[config.mk]
export PLATFORM = sky130hd
export DESIGN_NAME = equihash_verif_top
export DESIGN_NICKNAME = d
export VERILOG_FILES = /design/src/equihash_pkg.sv /design/src/sol_intake.sv /design/src/index_unpack.sv /design/src/order_check.sv /design/src/dup_check.sv /design/src/result_collect.sv /design/src/equihash_verif_top.sv
export SDC_FILE = /design/constraint.sdc
export NUM_CORES = 1
export LEC_CHECK = 0
export BUFFER_PORTS_ARGS = -buffer_cell sky130_fd_sc_hd__buf_2
export CORE_MARGIN = 3
export CORE_UTILIZATION = 59
export CTS_BUF_LIST = sky130_fd_sc_hd__clkbuf_16
export DETAILED_ROUTE_END_ITERATION = 6
export HOLD_SLACK_MARGIN = 0.05
export PLACE_DENSITY = 0.75
export SLEW_MARGIN = 30
export SYNTH_ARGS = -nofsm -noshare
export SYNTH_HDL_FRONTEND = slang
export SYNTH_SLANG_ARGS = --single-unit
[constraint.sdc]
create_clock -name i_clk -period 6.2 [get_ports i_clk]
set_input_delay 1.86 -clock i_clk [delete_from_list [all_inputs] [get_ports i_clk]]
set_output_delay 1.86 -clock i_clk [all_outputs]
set_load 0.05 [all_outputs]
[src/equihash_pkg.sv]
/*
  Common widths and types for the equihash index list checker.
  Every module of the checker imports this package.
*/
package equihash_pkg;

  // Width of one input stream word
  localparam int DAT_BITS = 16;

  // Width of one packed solution index
  localparam int SOL_BITS = 12;

  typedef logic [DAT_BITS-1:0] sol_word_t;
  typedef logic [SOL_BITS-1:0] sol_idx_t;

  // One unpacked index on its way to the checks
  typedef struct packed {
    sol_idx_t idx;
    logic     first;
    logic     last;
  } idx_beat_t;

  // Failure mask reported after the last index
  typedef struct packed {
    logic bad_idx_order;
    logic duplicate_fnd;
  } result_mask_t;

endpackage

[src/sol_intake.sv]
/*
  Input side of the checker. Counts the words of each solution, drops
  the header words and forwards the solution words to the unpacker.
  Intake stays closed after the last word until the result is out.
*/
`timescale 1ns/1ns

module sol_intake
  import equihash_pkg::*;
#(
  parameter int LIST_LEN  = 16,
  parameter int HDR_WORDS = 4
) (
  input  logic      i_clk,
  input  logic      i_rst,
  input  logic      i_val,
  input  sol_word_t i_dat,
  input  logic      i_eop,
  input  logic      i_space,
  input  logic      i_done,
  output logic      o_rdy,
  output logic      o_word_val,
  output sol_word_t o_word
);

  localparam int SOL_WORDS = (LIST_LEN * SOL_BITS + DAT_BITS - 1) / DAT_BITS;
  localparam int ALL_WORDS = HDR_WORDS + SOL_WORDS;
  localparam int CNT_BITS  = $clog2(ALL_WORDS + 1);

  typedef enum logic [1:0] {
    ST_IDLE,
    ST_HDR,
    ST_DATA,
    ST_WAIT
  } state_t;

  state_t              state;
  logic [CNT_BITS-1:0] word_cnt;
  logic                rdy_open;
  logic                accept;
  logic                is_sol;

  // Unpacker back-pressure closes intake directly
  assign o_rdy  = rdy_open & i_space;
  assign accept = i_val & o_rdy;

  // Words past the solution length are dropped as well
  assign is_sol = ((state == ST_DATA) || (HDR_WORDS == 0 && state == ST_IDLE)) &&
                  (word_cnt < CNT_BITS'(ALL_WORDS));

  always_ff @(posedge i_clk) begin
    if (i_rst) begin
      state      <= ST_IDLE;
      word_cnt   <= '0;
      rdy_open   <= 1'b0;
      o_word_val <= 1'b0;
    end else begin
      o_word_val <= accept && is_sol;
      if (accept && word_cnt != CNT_BITS'(ALL_WORDS))
        word_cnt <= word_cnt + 1'b1;

      case (state)
        ST_IDLE: begin
          rdy_open <= 1'b1;
          if (accept)
            state <= (HDR_WORDS > 1) ? ST_HDR : ST_DATA;
        end
        ST_HDR: begin
          if (accept && (word_cnt + 1 >= HDR_WORDS))
            state <= ST_DATA;
        end
        ST_WAIT: begin
          // Result is out, open for the next solution
          if (i_done) begin
            state    <= ST_IDLE;
            word_cnt <= '0;
            rdy_open <= 1'b1;
          end
        end
        default: ;
      endcase

      if (accept && i_eop) begin
        state    <= ST_WAIT;
        rdy_open <= 1'b0;
      end
    end
  end

  always_ff @(posedge i_clk) begin
    if (accept)
      o_word <= i_dat;
  end

endmodule

[src/index_unpack.sv]
/*
  Slices the solution words into indices, most significant bit first.
  Words are appended below the unused bits of a left-aligned bit buffer
  and one index per cycle is taken from the top.
*/
`timescale 1ns/1ns

module index_unpack
  import equihash_pkg::*;
#(
  parameter int LIST_LEN = 16
) (
  input  logic      i_clk,
  input  logic      i_rst,
  input  logic      i_word_val,
  input  sol_word_t i_word,
  output logic      o_space,
  output logic      o_beat_val,
  output idx_beat_t o_beat
);

  // Room for the word in flight on top of a nearly full buffer
  localparam int BUF_BITS = 2 * DAT_BITS + SOL_BITS;
  localparam int CNT_BITS = $clog2(BUF_BITS + 1);
  localparam int IDX_BITS = $clog2(LIST_LEN);

  logic [BUF_BITS-1:0] bit_buf;
  logic [BUF_BITS-1:0] buf_shift;
  logic [BUF_BITS-1:0] word_ext;
  logic [CNT_BITS-1:0] fill;
  logic [CNT_BITS-1:0] fill_rem;
  logic [IDX_BITS-1:0] idx_cnt;
  logic                take;
  logic                take_last;

  always_comb begin
    take      = (fill >= CNT_BITS'(SOL_BITS));
    take_last = take && (idx_cnt == IDX_BITS'(LIST_LEN - 1));
    buf_shift = take ? (bit_buf << SOL_BITS) : bit_buf;
    fill_rem  = take ? (fill - CNT_BITS'(SOL_BITS)) : fill;
    // New word lands right below the bits still in use
    word_ext  = {i_word, {(BUF_BITS - DAT_BITS){1'b0}}} >> fill_rem;
  end

  assign o_space = (fill < CNT_BITS'(DAT_BITS));

  always_ff @(posedge i_clk) begin
    if (i_rst) begin
      bit_buf    <= '0;
      fill       <= '0;
      idx_cnt    <= '0;
      o_beat_val <= 1'b0;
    end else begin
      o_beat_val <= take;
      if (take)
        idx_cnt <= idx_cnt + 1'b1;

      // Padding after the last index is thrown away
      if (take_last) begin
        bit_buf <= '0;
        fill    <= '0;
      end else if (i_word_val) begin
        bit_buf <= buf_shift | word_ext;
        fill    <= fill_rem + CNT_BITS'(DAT_BITS);
      end else begin
        bit_buf <= buf_shift;
        fill    <= fill_rem;
      end
    end
  end

  always_ff @(posedge i_clk) begin
    if (take) begin
      o_beat.idx   <= bit_buf[BUF_BITS-1 -: SOL_BITS];
      o_beat.first <= (idx_cnt == '0);
      o_beat.last  <= take_last;
    end
  end

endmodule

[src/order_check.sv]
/*
  Leaf order check of the index tree. Keeps the first index of the
  current left subtree at every level and compares it with the first
  index of the right sibling when that one arrives.
*/
`timescale 1ns/1ns

module order_check
  import equihash_pkg::*;
#(
  parameter int LIST_LEN = 16
) (
  input  logic      i_clk,
  input  logic      i_rst,
  input  logic      i_beat_val,
  input  idx_beat_t i_beat,
  output logic      o_done,
  output logic      o_bad_order
);

  localparam int LEVELS = $clog2(LIST_LEN);

  logic [LEVELS-1:0] cnt;
  logic [LEVELS-1:0] n;
  sol_idx_t          left_first [LEVELS];
  logic              fail_now;

  always_comb begin
    n        = i_beat.first ? '0 : cnt;
    fail_now = 1'b0;
    for (int k = 0; k < LEVELS; k++) begin
      // First leaf of a right subtree at level k
      if ((n & ((1 << (k + 1)) - 1)) == (1 << k) && i_beat.idx <= left_first[k])
        fail_now = 1'b1;
    end
  end

  always_ff @(posedge i_clk) begin
    if (i_rst) begin
      cnt         <= '0;
      o_done      <= 1'b0;
      o_bad_order <= 1'b0;
    end else begin
      o_done <= i_beat_val && i_beat.last;
      if (i_beat_val) begin
        cnt         <= n + 1'b1;
        o_bad_order <= (i_beat.first ? 1'b0 : o_bad_order) | fail_now;
      end
    end
  end

  always_ff @(posedge i_clk) begin
    if (i_beat_val) begin
      for (int k = 0; k < LEVELS; k++) begin
        if ((n & ((1 << (k + 1)) - 1)) == 0)
          left_first[k] <= i_beat.idx;
      end
    end
  end

endmodule

[src/dup_check.sv]
/*
  Duplicate index check. Every index of a solution is stored with a
  valid bit and each new index is compared against all stored ones.
*/
`timescale 1ns/1ns

module dup_check
  import equihash_pkg::*;
#(
  parameter int LIST_LEN = 16
) (
  input  logic      i_clk,
  input  logic      i_rst,
  input  logic      i_beat_val,
  input  idx_beat_t i_beat,
  output logic      o_done,
  output logic      o_dup
);

  localparam int IDX_BITS = $clog2(LIST_LEN);

  sol_idx_t            seen [LIST_LEN];
  logic [LIST_LEN-1:0] seen_vld;
  logic [LIST_LEN-1:0] hit;
  logic [IDX_BITS-1:0] wr_ptr;
  logic [IDX_BITS-1:0] ptr;

  always_comb begin
    ptr = i_beat.first ? '0 : wr_ptr;
    // Entries of the previous solution never match a first beat
    for (int i = 0; i < LIST_LEN; i++)
      hit[i] = seen_vld[i] && !i_beat.first && (seen[i] == i_beat.idx);
  end

  always_ff @(posedge i_clk) begin
    if (i_rst) begin
      seen_vld <= '0;
      wr_ptr   <= '0;
      o_done   <= 1'b0;
      o_dup    <= 1'b0;
    end else begin
      o_done <= i_beat_val && i_beat.last;
      if (i_beat_val) begin
        wr_ptr   <= ptr + 1'b1;
        seen_vld <= (i_beat.first ? '0 : seen_vld) | (LIST_LEN'(1) << ptr);
        o_dup    <= (i_beat.first ? 1'b0 : o_dup) | (|hit);
      end
    end
  end

  always_ff @(posedge i_clk) begin
    if (i_beat_val)
      seen[ptr] <= i_beat.idx;
  end

endmodule

[src/result_collect.sv]
/*
  Waits for both checks to finish, then drives the failure mask with a
  single valid pulse and tells the intake that the solution is done.
*/
`timescale 1ns/1ns

module result_collect
  import equihash_pkg::*;
(
  input  logic         i_clk,
  input  logic         i_rst,
  input  logic         i_order_done,
  input  logic         i_bad_order,
  input  logic         i_dup_done,
  input  logic         i_dup,
  output result_mask_t o_mask,
  output logic         o_mask_val,
  output logic         o_done
);

  logic order_seen;
  logic order_bad;
  logic dup_seen;
  logic dup_bad;
  logic order_have;
  logic dup_have;

  // A pulse in this cycle counts as seen
  assign order_have = order_seen | i_order_done;
  assign dup_have   = dup_seen | i_dup_done;

  always_ff @(posedge i_clk) begin
    if (i_rst) begin
      order_seen <= 1'b0;
      order_bad  <= 1'b0;
      dup_seen   <= 1'b0;
      dup_bad    <= 1'b0;
      o_mask     <= '0;
      o_mask_val <= 1'b0;
      o_done     <= 1'b0;
    end else begin
      o_mask_val <= 1'b0;
      o_done     <= 1'b0;
      if (i_order_done) begin
        order_seen <= 1'b1;
        order_bad  <= i_bad_order;
      end
      if (i_dup_done) begin
        dup_seen <= 1'b1;
        dup_bad  <= i_dup;
      end
      if (order_have && dup_have) begin
        o_mask.bad_idx_order <= i_order_done ? i_bad_order : order_bad;
        o_mask.duplicate_fnd <= i_dup_done ? i_dup : dup_bad;
        o_mask_val           <= 1'b1;
        o_done               <= 1'b1;
        order_seen           <= 1'b0;
        dup_seen             <= 1'b0;
      end
    end
  end

endmodule

[src/equihash_verif_top.sv]
/*
  Top level of the equihash index list checker.
  Takes header and solution words on a valid/ready stream and reports a
  failure mask with a one-cycle valid pulse after the last index.
*/
`timescale 1ns/1ns

module equihash_verif_top
  import equihash_pkg::*;
#(
  parameter int LIST_LEN  = 16,
  parameter int HDR_WORDS = 4
) (
  input  logic         i_clk,
  input  logic         i_rst,
  input  logic         i_val,
  input  sol_word_t    i_dat,
  // Start of packet, the header is found by counting words from idle
  input  logic         i_sop,
  input  logic         i_eop,
  output logic         o_rdy,
  output result_mask_t o_mask,
  output logic         o_mask_val
);

  logic      word_val;
  sol_word_t word;
  logic      space;
  logic      beat_val;
  idx_beat_t beat;
  logic      order_done;
  logic      bad_order;
  logic      dup_done;
  logic      dup;
  logic      res_done;

  sol_intake #(
    .LIST_LEN  (LIST_LEN),
    .HDR_WORDS (HDR_WORDS)
  ) u_intake (
    .i_clk      (i_clk),
    .i_rst      (i_rst),
    .i_val      (i_val),
    .i_dat      (i_dat),
    .i_eop      (i_eop),
    .i_space    (space),
    .i_done     (res_done),
    .o_rdy      (o_rdy),
    .o_word_val (word_val),
    .o_word     (word)
  );

  index_unpack #(
    .LIST_LEN (LIST_LEN)
  ) u_unpack (
    .i_clk      (i_clk),
    .i_rst      (i_rst),
    .i_word_val (word_val),
    .i_word     (word),
    .o_space    (space),
    .o_beat_val (beat_val),
    .o_beat     (beat)
  );

  order_check #(
    .LIST_LEN (LIST_LEN)
  ) u_order (
    .i_clk       (i_clk),
    .i_rst       (i_rst),
    .i_beat_val  (beat_val),
    .i_beat      (beat),
    .o_done      (order_done),
    .o_bad_order (bad_order)
  );

  dup_check #(
    .LIST_LEN (LIST_LEN)
  ) u_dup (
    .i_clk      (i_clk),
    .i_rst      (i_rst),
    .i_beat_val (beat_val),
    .i_beat     (beat),
    .o_done     (dup_done),
    .o_dup      (dup)
  );

  result_collect u_result (
    .i_clk        (i_clk),
    .i_rst        (i_rst),
    .i_order_done (order_done),
    .i_bad_order  (bad_order),
    .i_dup_done   (dup_done),
    .i_dup        (dup),
    .o_mask       (o_mask),
    .o_mask_val   (o_mask_val),
    .o_done       (res_done)
  );

endmodule

==> metrics.csv, run 1 <==
stage,metric,value,unit
synth,synth warn,0,
run,number of max-cap violations,0,
placement,Detailed Place HPWL,18000,um
sta,RSZ-0062 raised after global routing,no,
synth,Synth Cell Area,16300,um^2
setup_path,RR Endpoint,u_order.left_first[3][5]$_DFFE_PP_,
floorplan,# rows,60,
clocking,Num CTS Buffers,37,
power_and_ir_drop,power density cells,269,nW/um^2
status,status,completed,
setup_path,Setup crit start kind,flip-flop,
global_routing,GRT Overall Usage,21.2,%
power_and_ir_drop,Switching Share,19.7,%
floorplan,IO Count,25,
synth,post-synth top area cell,edfxtp_1,
sta,setup violators final,0,
synth,Cells after Synth,1317,
sta,worst relative slew slack,39.5,%
clocking,CTS tree,built,
clocking,H-tree levels,2,
setup_path,WS Path Type,flip-flop to primary output,
setup_path,Critical Path RT,4.34,ns
synth,ys flop type,edfxtp_1,
clocking,post-cts sizing count,0,
power_and_ir_drop,Psw,0.948,mW
setup_path,CP startpoint,u_unpack.fill[5]$_SDFF_PP0_,
clocking,Hold Buf Count CTS,0,
global_routing,pin count of the biggest net entering global routing,52,
placement,Post-Place Worst Slack,2.72,ns
setup_path,critical-path maximum fanout,12,
layout,Layout area overhead,10.0,%
drt,WL/cell,18.0,um
sta,final worst-path cycle share,55.0,%
floorplan,Die W,172,um
floorplan,core area,27000,um^2
layout,Final nets,1421,
setup_path,Setup crit end kind,primary output,
power_and_ir_drop,clock share of power,44.7,%
sta,Slew Limit Fails,0,
synth,syn_area_per_cell,12.4,um^2
global_routing,vias in the first global route,9695,
clocking,Clock Latency Late Sink,0.53,ns
synth,area share of the largest cell type after synthesis,49.8,%
setup_path,CP Data Arrival Time,1.55,ns
power_and_ir_drop,Leakage,6.44,nW
sta,Fin. Hold Viols,0,
floorplan,Starting Density,60.2,%
synth,most area-consuming cells after synthesis,"edfxtp_1 50%, dfxtp_1 12%, xor2_1 10%, ha_1 4.8%, nand2_1 2.6%",
drt,drt initial violations,824,
synth,Post-synth EDFFs,270,
power_and_ir_drop,worst vdd ir,0.277,mV
drt,TritonRoute pass-1 iters,5,
clocking,clock buffer depth,3,
synth,"Seq/Total Area, Yosys",61.5,%
synth,syn_nets,1400,
synth,post-synthesis register bit count,365,
power_and_ir_drop,total power,4.81,mW
global_routing,first-pass GRT wire length,49900,um
min_path,hold path cells,0,
drt,via count,9792,
drt,vias per cell,5.73,
placement,port bufs,23,
floorplan,Chip Height,172,um
clocking,Post CTS Setup Buffer Count,0,
sta,TNS Setup,0,ns
clocking,clk slew on worst S/H paths,0.06,ns
sta,fin worst setup slack,2.79,ns
power_and_ir_drop,Sequential Power Share,54.2,%
synth,Netlist cell types,55,
drt,final WL,30700,um
sta,Setup Skew,0.0240,ns
power_and_ir_drop,Comb pwr share,1.1,%
clocking,Num Clock Sinks,365,
sta,clock period minus worst slack,3.41,ns
setup_path,worst setup path end,o_rdy,
drt,DRC,0,
global_routing,grt total ovfl,0,
layout,share of cells above drive strength 1,8.19,%
placement,routability-driven placement congestion ratio,0.820,
sta,Slew @ Worst Pin,0.908,ns
layout,"commonest non-fill, non-tap cells in the layout","270 x edfxtp_1, 185 x xor2_1, 114 x nand2_1",
synth,async set or reset register ratio after synthesis,0,%
floorplan,DIE AREA,29600,um^2
setup_path,flop2flop setup slack,3.00,ns
global_routing,initial antenna violation count,0,
clocking,root buf cell,clkbuf_16,
min_path,HP Class,flip-flop to flip-flop,
setup_path,Worst R2R Path Depth,7,
sta,f_max,293,MHz
power_and_ir_drop,internal power,3.87,mW
setup_path,RR Startpoint,u_unpack.o_beat[1]$_DFFE_PN_,
drt,number of antenna-violating nets in the routed design,0,
layout,"most common cell after layout, fill and taps aside",edfxtp_1,
layout,Inserted Diodes,0,
critical path, stage by stage (launching register included):
cell	delay [ns]
dfxtp_1	0.44
nor3b_1	0.28
buf_2	0.30
per-layer routing:
layer  share of wire (%)  GRT usage [%]  wire length [um]  up-vias
li1                    -              -                 -     4756
met1                  45           29.9             14000     4766
met2                  48           35.3             14900      235
met3                 4.7           2.97              1440       35
met4                 1.4           5.03               430        0
met5                   0              0                 0        -
layout make-up:
type / instances / area (um^2)
timing repair buffer: 46 / 295
clock inverter: 30 / 235
fill: 1936 / 9120
multi-input combinational: 828 / 5770
clock buffer: 38 / 951
sequential: 365 / 10000
tap: 341 / 427
inverter: 60 / 225
sequential cells by signal, summed over array words and instances, names as in the netlist:
| signal | cells |
|---|---|
| u_dup.o_done | 1 |
| u_order.cnt | 4 |
| u_order.o_bad_order | 1 |
| u_result.o_mask_val | 1 |
| u_intake.rdy_open | 1 |
| u_result.order_bad | 1 |
| u_intake.state | 2 |
| u_unpack.idx_cnt | 4 |
| u_unpack.fill | 4 |
| u_unpack.o_beat_val | 1 |
| u_result.dup_seen | 1 |
| u_intake.o_word_val | 1 |
| u_unpack.o_beat | 14 |
| u_unpack.bit_buf | 44 |
| u_intake.o_word | 16 |
| u_dup.seen_vld | 16 |
| u_dup.o_dup | 1 |
| u_result.dup_bad | 1 |
| u_dup.seen | 192 |
| u_order.left_first | 48 |
| u_dup.wr_ptr | 4 |
| u_result.o_mask | 2 |
| u_intake.word_cnt | 5 |
stage by stage:
| stage | cell area (um^2) | cells | util (%) | hold slack [ns] |
|---|---|---|---|---|
| after floorplan | 16300 | 1317 | - | 0.408 |
| after global placement | 16700 | 1639 | 61.8 | 0.414 |
| after detailed placement | 16700 | 1640 | 61.8 | 0.414 |
| after CTS | 17900 | 1708 | 66.2 | 0.427 |
| after global routing | 17900 | 1708 | 66.3 | 0.439 |
| final | 17900 | 1708 | 66.3 | 0.429 |
worst min path at each step:
stage / endpoint / startpoint
floorplan: u_unpack.o_beat[10]$_DFFE_PN_ / u_unpack.bit_buf[40]$_SDFF_PP0_
global placement: u_unpack.o_beat[7]$_DFFE_PN_ / u_unpack.bit_buf[37]$_SDFF_PP0_
detailed placement: u_unpack.o_beat[13]$_DFFE_PN_ / u_unpack.bit_buf[43]$_SDFF_PP0_
CTS: u_unpack.o_beat[13]$_DFFE_PN_ / u_unpack.bit_buf[43]$_SDFF_PP0_
global route: u_unpack.o_beat[13]$_DFFE_PN_ / u_unpack.bit_buf[43]$_SDFF_PP0_
finish: u_unpack.o_beat[11]$_DFFE_PN_ / u_unpack.bit_buf[41]$_SDFF_PP0_
power by group through the flow:
| stage | sequential [mW] | combinational, mW | clock [mW] |
|---|---|---|---|
| floorplan | 2.66 | 0.0350 | 0 |
| global placement | 2.66 | 0.0510 | 0 |
| detailed placement | 2.66 | 0.0517 | 0 |
| CTS | 2.61 | 0.0521 | 2.19 |
| global route | 2.61 | 0.0580 | 2.29 |
| finish | 2.61 | 0.0520 | 2.15 |
kinds of logic (layout without fill, tap and decap cells):
logic type                 Yosys count  in the layout  synth area share, %
and+or+nand+nor                    379            379                 11.8
DFF                                365            365                 61.5
xor gates and xnor gates           201            201                 10.8
other                                1              1               0.0230
muxes                               25             25                 1.54
adders and majority gates           62             62                 4.76
AOI/OAI and AO/OA                  160            160                 6.33
buffers and inverters              124            174                 3.20
Yosys cell counts (all sizes together), types with 10 or more instances:
library cell	instances
a21oi	53
a31oi	22
a32oi	11
and2	21
buf	36
clkbuf	28
dfxtp	95
edfxtp	270
ha	62
inv	60
mux2i	24
nand2	114
nand2b	10
nand3	16
nand4	30
nor2	76
nor2b	19
nor3	21
nor3b	17
nor4	35
o21ai	22
xnor2	16
xor2	185
Power figures use the tool's default switching activity.
==> run 2, diff against run 1 <==
CORE_UTILIZATION = 57   (was 59)
PLACE_DENSITY = 0.76   (was 0.75)
clock period = 3.1 ns   (was 6.2 ns; I/O delays follow)
==> metrics.csv, run 2 (synthesized netlist as in run 1, its figures left out) <==
stage,metric,value,unit,change
drt,DRC,0,,unchanged
floorplan,Die W,175,um,was 172 um
sta,setup violators final,0,,unchanged
placement,Detailed Place HPWL,19500,um,"was 18,000 um"
setup_path,CP top delay family,simple AND/OR/NAND/NOR gates,,was flip-flops
clocking,CTS tree,built,,unchanged
setup_path,Worst R2R Path Depth,9,,was 7
setup_path,CP bufs+invs,2,,was 1
power_and_ir_drop,worst vdd ir,0.396,mV,was 0.277 mV
power_and_ir_drop,power density cells,525,nW/um^2,was 269 nW/um^2
setup_path,critical-path maximum fanout,50,,was 12
floorplan,IO Count,25,,unchanged
run,number of max-cap violations,0,,unchanged
min_path,hold path cells,0,,unchanged
layout,Final nets,1444,,"was 1,421"
placement,routability-driven placement congestion ratio,0.875,,was 0.820
clocking,Hold Buf Count CTS,0,,unchanged
sta,clock period minus worst slack,2.80,ns,
floorplan,core area,27900,um^2,"was 27,000 um^2"
min_path,HP Class,flip-flop to flip-flop,,unchanged
setup_path,WS Path Type,flip-flop to flip-flop,,was flip-flop to primary output
clocking,clk slew on worst S/H paths,0.06,ns,about the same
global_routing,pin count of the biggest net entering global routing,51,,was 52
layout,max reg flops,192,,unchanged
drt,final WL,31400,um,"was 30,700 um"
setup_path,CP startpoint,u_unpack.fill[2]$_SDFF_PP0_,,was u_unpack.fill[5]$_SDFF_PP0_
setup_path,CP Data Arrival Time,3.23,ns,was 1.55 ns
sta,Fin. Hold Viols,0,,unchanged
floorplan,DIE AREA,30600,um^2,"was 29,600 um^2"
layout,top flop regs,"u_dup.seen (192), u_order.left_first (48), u_unpack.bit_buf (44)",,unchanged
drt,drt initial violations,907,,was 824
setup_path,Setup crit end kind,flip-flop,,was primary output
setup_path,"Slowest-stage cell, CP",dfxtp_1,,unchanged
clocking,clock buffer depth,3,,unchanged
layout,Top reg by flops,u_dup.seen,,unchanged
sta,Slew @ Worst Pin,0.737,ns,was 0.908 ns
sta,worst relative slew slack,50.9,%,was 39.5%
layout,share of cells above drive strength 1,8.99,%,was 8.19%
placement,port bufs,23,,unchanged
clocking,root buf cell,clkbuf_16,,unchanged
layout,"most common cell after layout, fill and taps aside",edfxtp_1,,unchanged
sta,final worst-path cycle share,90.3,%,
sta,f_max,357,MHz,
floorplan,Starting Density,58.3,%,was 60.2%
min_path,hold path endpoint,u_unpack.o_beat[2]$_DFFE_PN_,,was u_unpack.o_beat[11]$_DFFE_PN_
power_and_ir_drop,Leakage,6.60,nW,was 6.44 nW
clocking,H-tree levels,2,,unchanged
floorplan,Chip Height,175,um,was 172 um
setup_path,Setup crit start kind,flip-flop,,unchanged
min_path,worst hold start,u_unpack.bit_buf[32]$_SDFF_PP0_,,was u_unpack.bit_buf[41]$_SDFF_PP0_
layout,footprint of the multi-input gates,5780,um^2,was 5770 um^2
global_routing,GRT Overall Usage,20.6,%,was 21.2%
sta,Setup Skew,0.0204,ns,was 0.0240 ns
setup_path,worst path cell trace,ha_1 -> nor3_4 -> buf_6 -> mux2i_1 -> buf_4 -> and2_1 -> o2bb2ai_1 -> nand2_1 -> a41oi_1,,was nor3b_1 -> buf_2
layout,Final Core Density,65.1,%,was 66.3%
global_routing,first-pass GRT wire length,51100,um,"was 49,900 um"
layout,Layout area overhead,11.8,%,was 10.0%
setup_path,flop2flop setup slack,0.30,ns,was 3.00 ns
global_routing,vias in the first global route,9867,,"was 9,695"
layout,"commonest non-fill, non-tap cells in the layout","270 x edfxtp_1, 185 x xor2_1, 114 x nand2_1",,unchanged
sta,RSZ-0062 raised after global routing,no,,unchanged
global_routing,initial antenna violation count,0,,unchanged
drt,via count,10000,,"was 9,792"
layout,Sequential Area,10000,um^2,unchanged
layout,Inserted Diodes,0,,unchanged
layout,Fill cells,2109,,"was 1,936"
setup_path,max incr delay on CP,0.40,ns,was 0.44 ns
clocking,Clock Latency Late Sink,0.52,ns,was 0.53 ns
setup_path,RR Endpoint,u_unpack.bit_buf[25]$_SDFF_PP0_,,was u_order.left_first[3][5]$_DFFE_PP_
status,status,completed,,unchanged
sta,Slew Limit Fails,0,,unchanged
drt,TritonRoute pass-1 iters,5,,unchanged
global_routing,grt total ovfl,0,,unchanged
drt,vias per cell,5.68,,was 5.73
floorplan,# rows,61,,was 60
clocking,Post CTS Setup Buffer Count,0,,unchanged
setup_path,RR Startpoint,u_unpack.fill[2]$_SDFF_PP0_,,was u_unpack.o_beat[1]$_DFFE_PN_
drt,WL/cell,17.8,um,was 18.0 um
setup_path,Critical Path RT,3.53,ns,was 4.34 ns
sta,TNS Setup,0,ns,unchanged
clocking,Num Clock Sinks,365,,unchanged
clocking,Num CTS Buffers,37,,unchanged
drt,number of antenna-violating nets in the routed design,0,,unchanged
## run 2: cell types whose count changed in the layout (fill, tap and decap cells not counted), moves of 2 or more
cell,before,now
buf_4,22,38
inv_1,65,74
buf_12,0,7
clkinv_2,9,3
inv_2,3,0
nor2_2,2,0
## run 2: final cells by class
class | count | share of cell area (%)
flip-flops and latches | 365 | 55.0
repair buffers | 69 | 3.03
clock buffers | 39 | 5.36
inverters | 60 | 1.24
clock inverters | 29 | 0.983
well taps | 378 | 2.60
multi-input cells | 828 | 31.8
## run 2: timing repair
action,CTS,global route
hold endpoints to repair,0,0
resized for setup,0,2
setup endpoints to repair,0,12
## run 2: power by group
| group | total, mW | leakage, nW | switching (mW) | internal (mW) |
|---|---|---|---|---|
| sequential | 5.22 | 3.20 | 0.0187 | 5.20 |
| clock | 4.21 | 0.615 | 1.78 | 2.44 |
| combinational | 0.111 | 2.78 | 0.0713 | 0.0398 |
| total | 9.54 | 6.60 | 1.87 | 7.68 |
## run 2: worst max-delay path by stage
stage | end | cells after the start
2_1_floorplan | u_order.left_first[3][0]$_DFFE_PP_ | 7
3_3_place_gp | u_unpack.bit_buf[12]$_SDFF_PP0_ | 8
3_5_place_dp | u_unpack.bit_buf[10]$_SDFF_PP0_ | 7
4_1_cts | u_unpack.bit_buf[10]$_SDFF_PP0_ | 7
5_1_grt | u_unpack.bit_buf[25]$_SDFF_PP0_ | 9
6_report | u_unpack.bit_buf[25]$_SDFF_PP0_ | 9
## run 2: metrics by stage
| stage | total power [mW] | cells | setup slack [ns] | instance area, um^2 | hold WS, ns |
|---|---|---|---|---|---|
| floorplan | 5.39 | 1317 | 0.203 | 16300 | 0.408 |
| global placement | 5.43 | 1700 | 0.285 | 17000 | 0.415 |
| detailed placement | 5.43 | 1700 | 0.150 | 17000 | 0.418 |
| CTS | 9.61 | 1768 | 0.108 | 18200 | 0.428 |
| global route | 9.83 | 1768 | 0.113 | 18200 | 0.439 |
| finish | 9.54 | 1768 | 0.301 | 18200 | 0.424 |
## run 2: routing by layer
layer / GRT usage, % / part of all wire (%) / vias to the layer above
li1: - / - / 4810
met1: 28.2 / 44 / 4925
met2: 34.4 / 49 / 252
met3: 3.11 / 4.7 / 61
met4: 6.45 / 2.5 / 0
met5: 0 / 0 / -
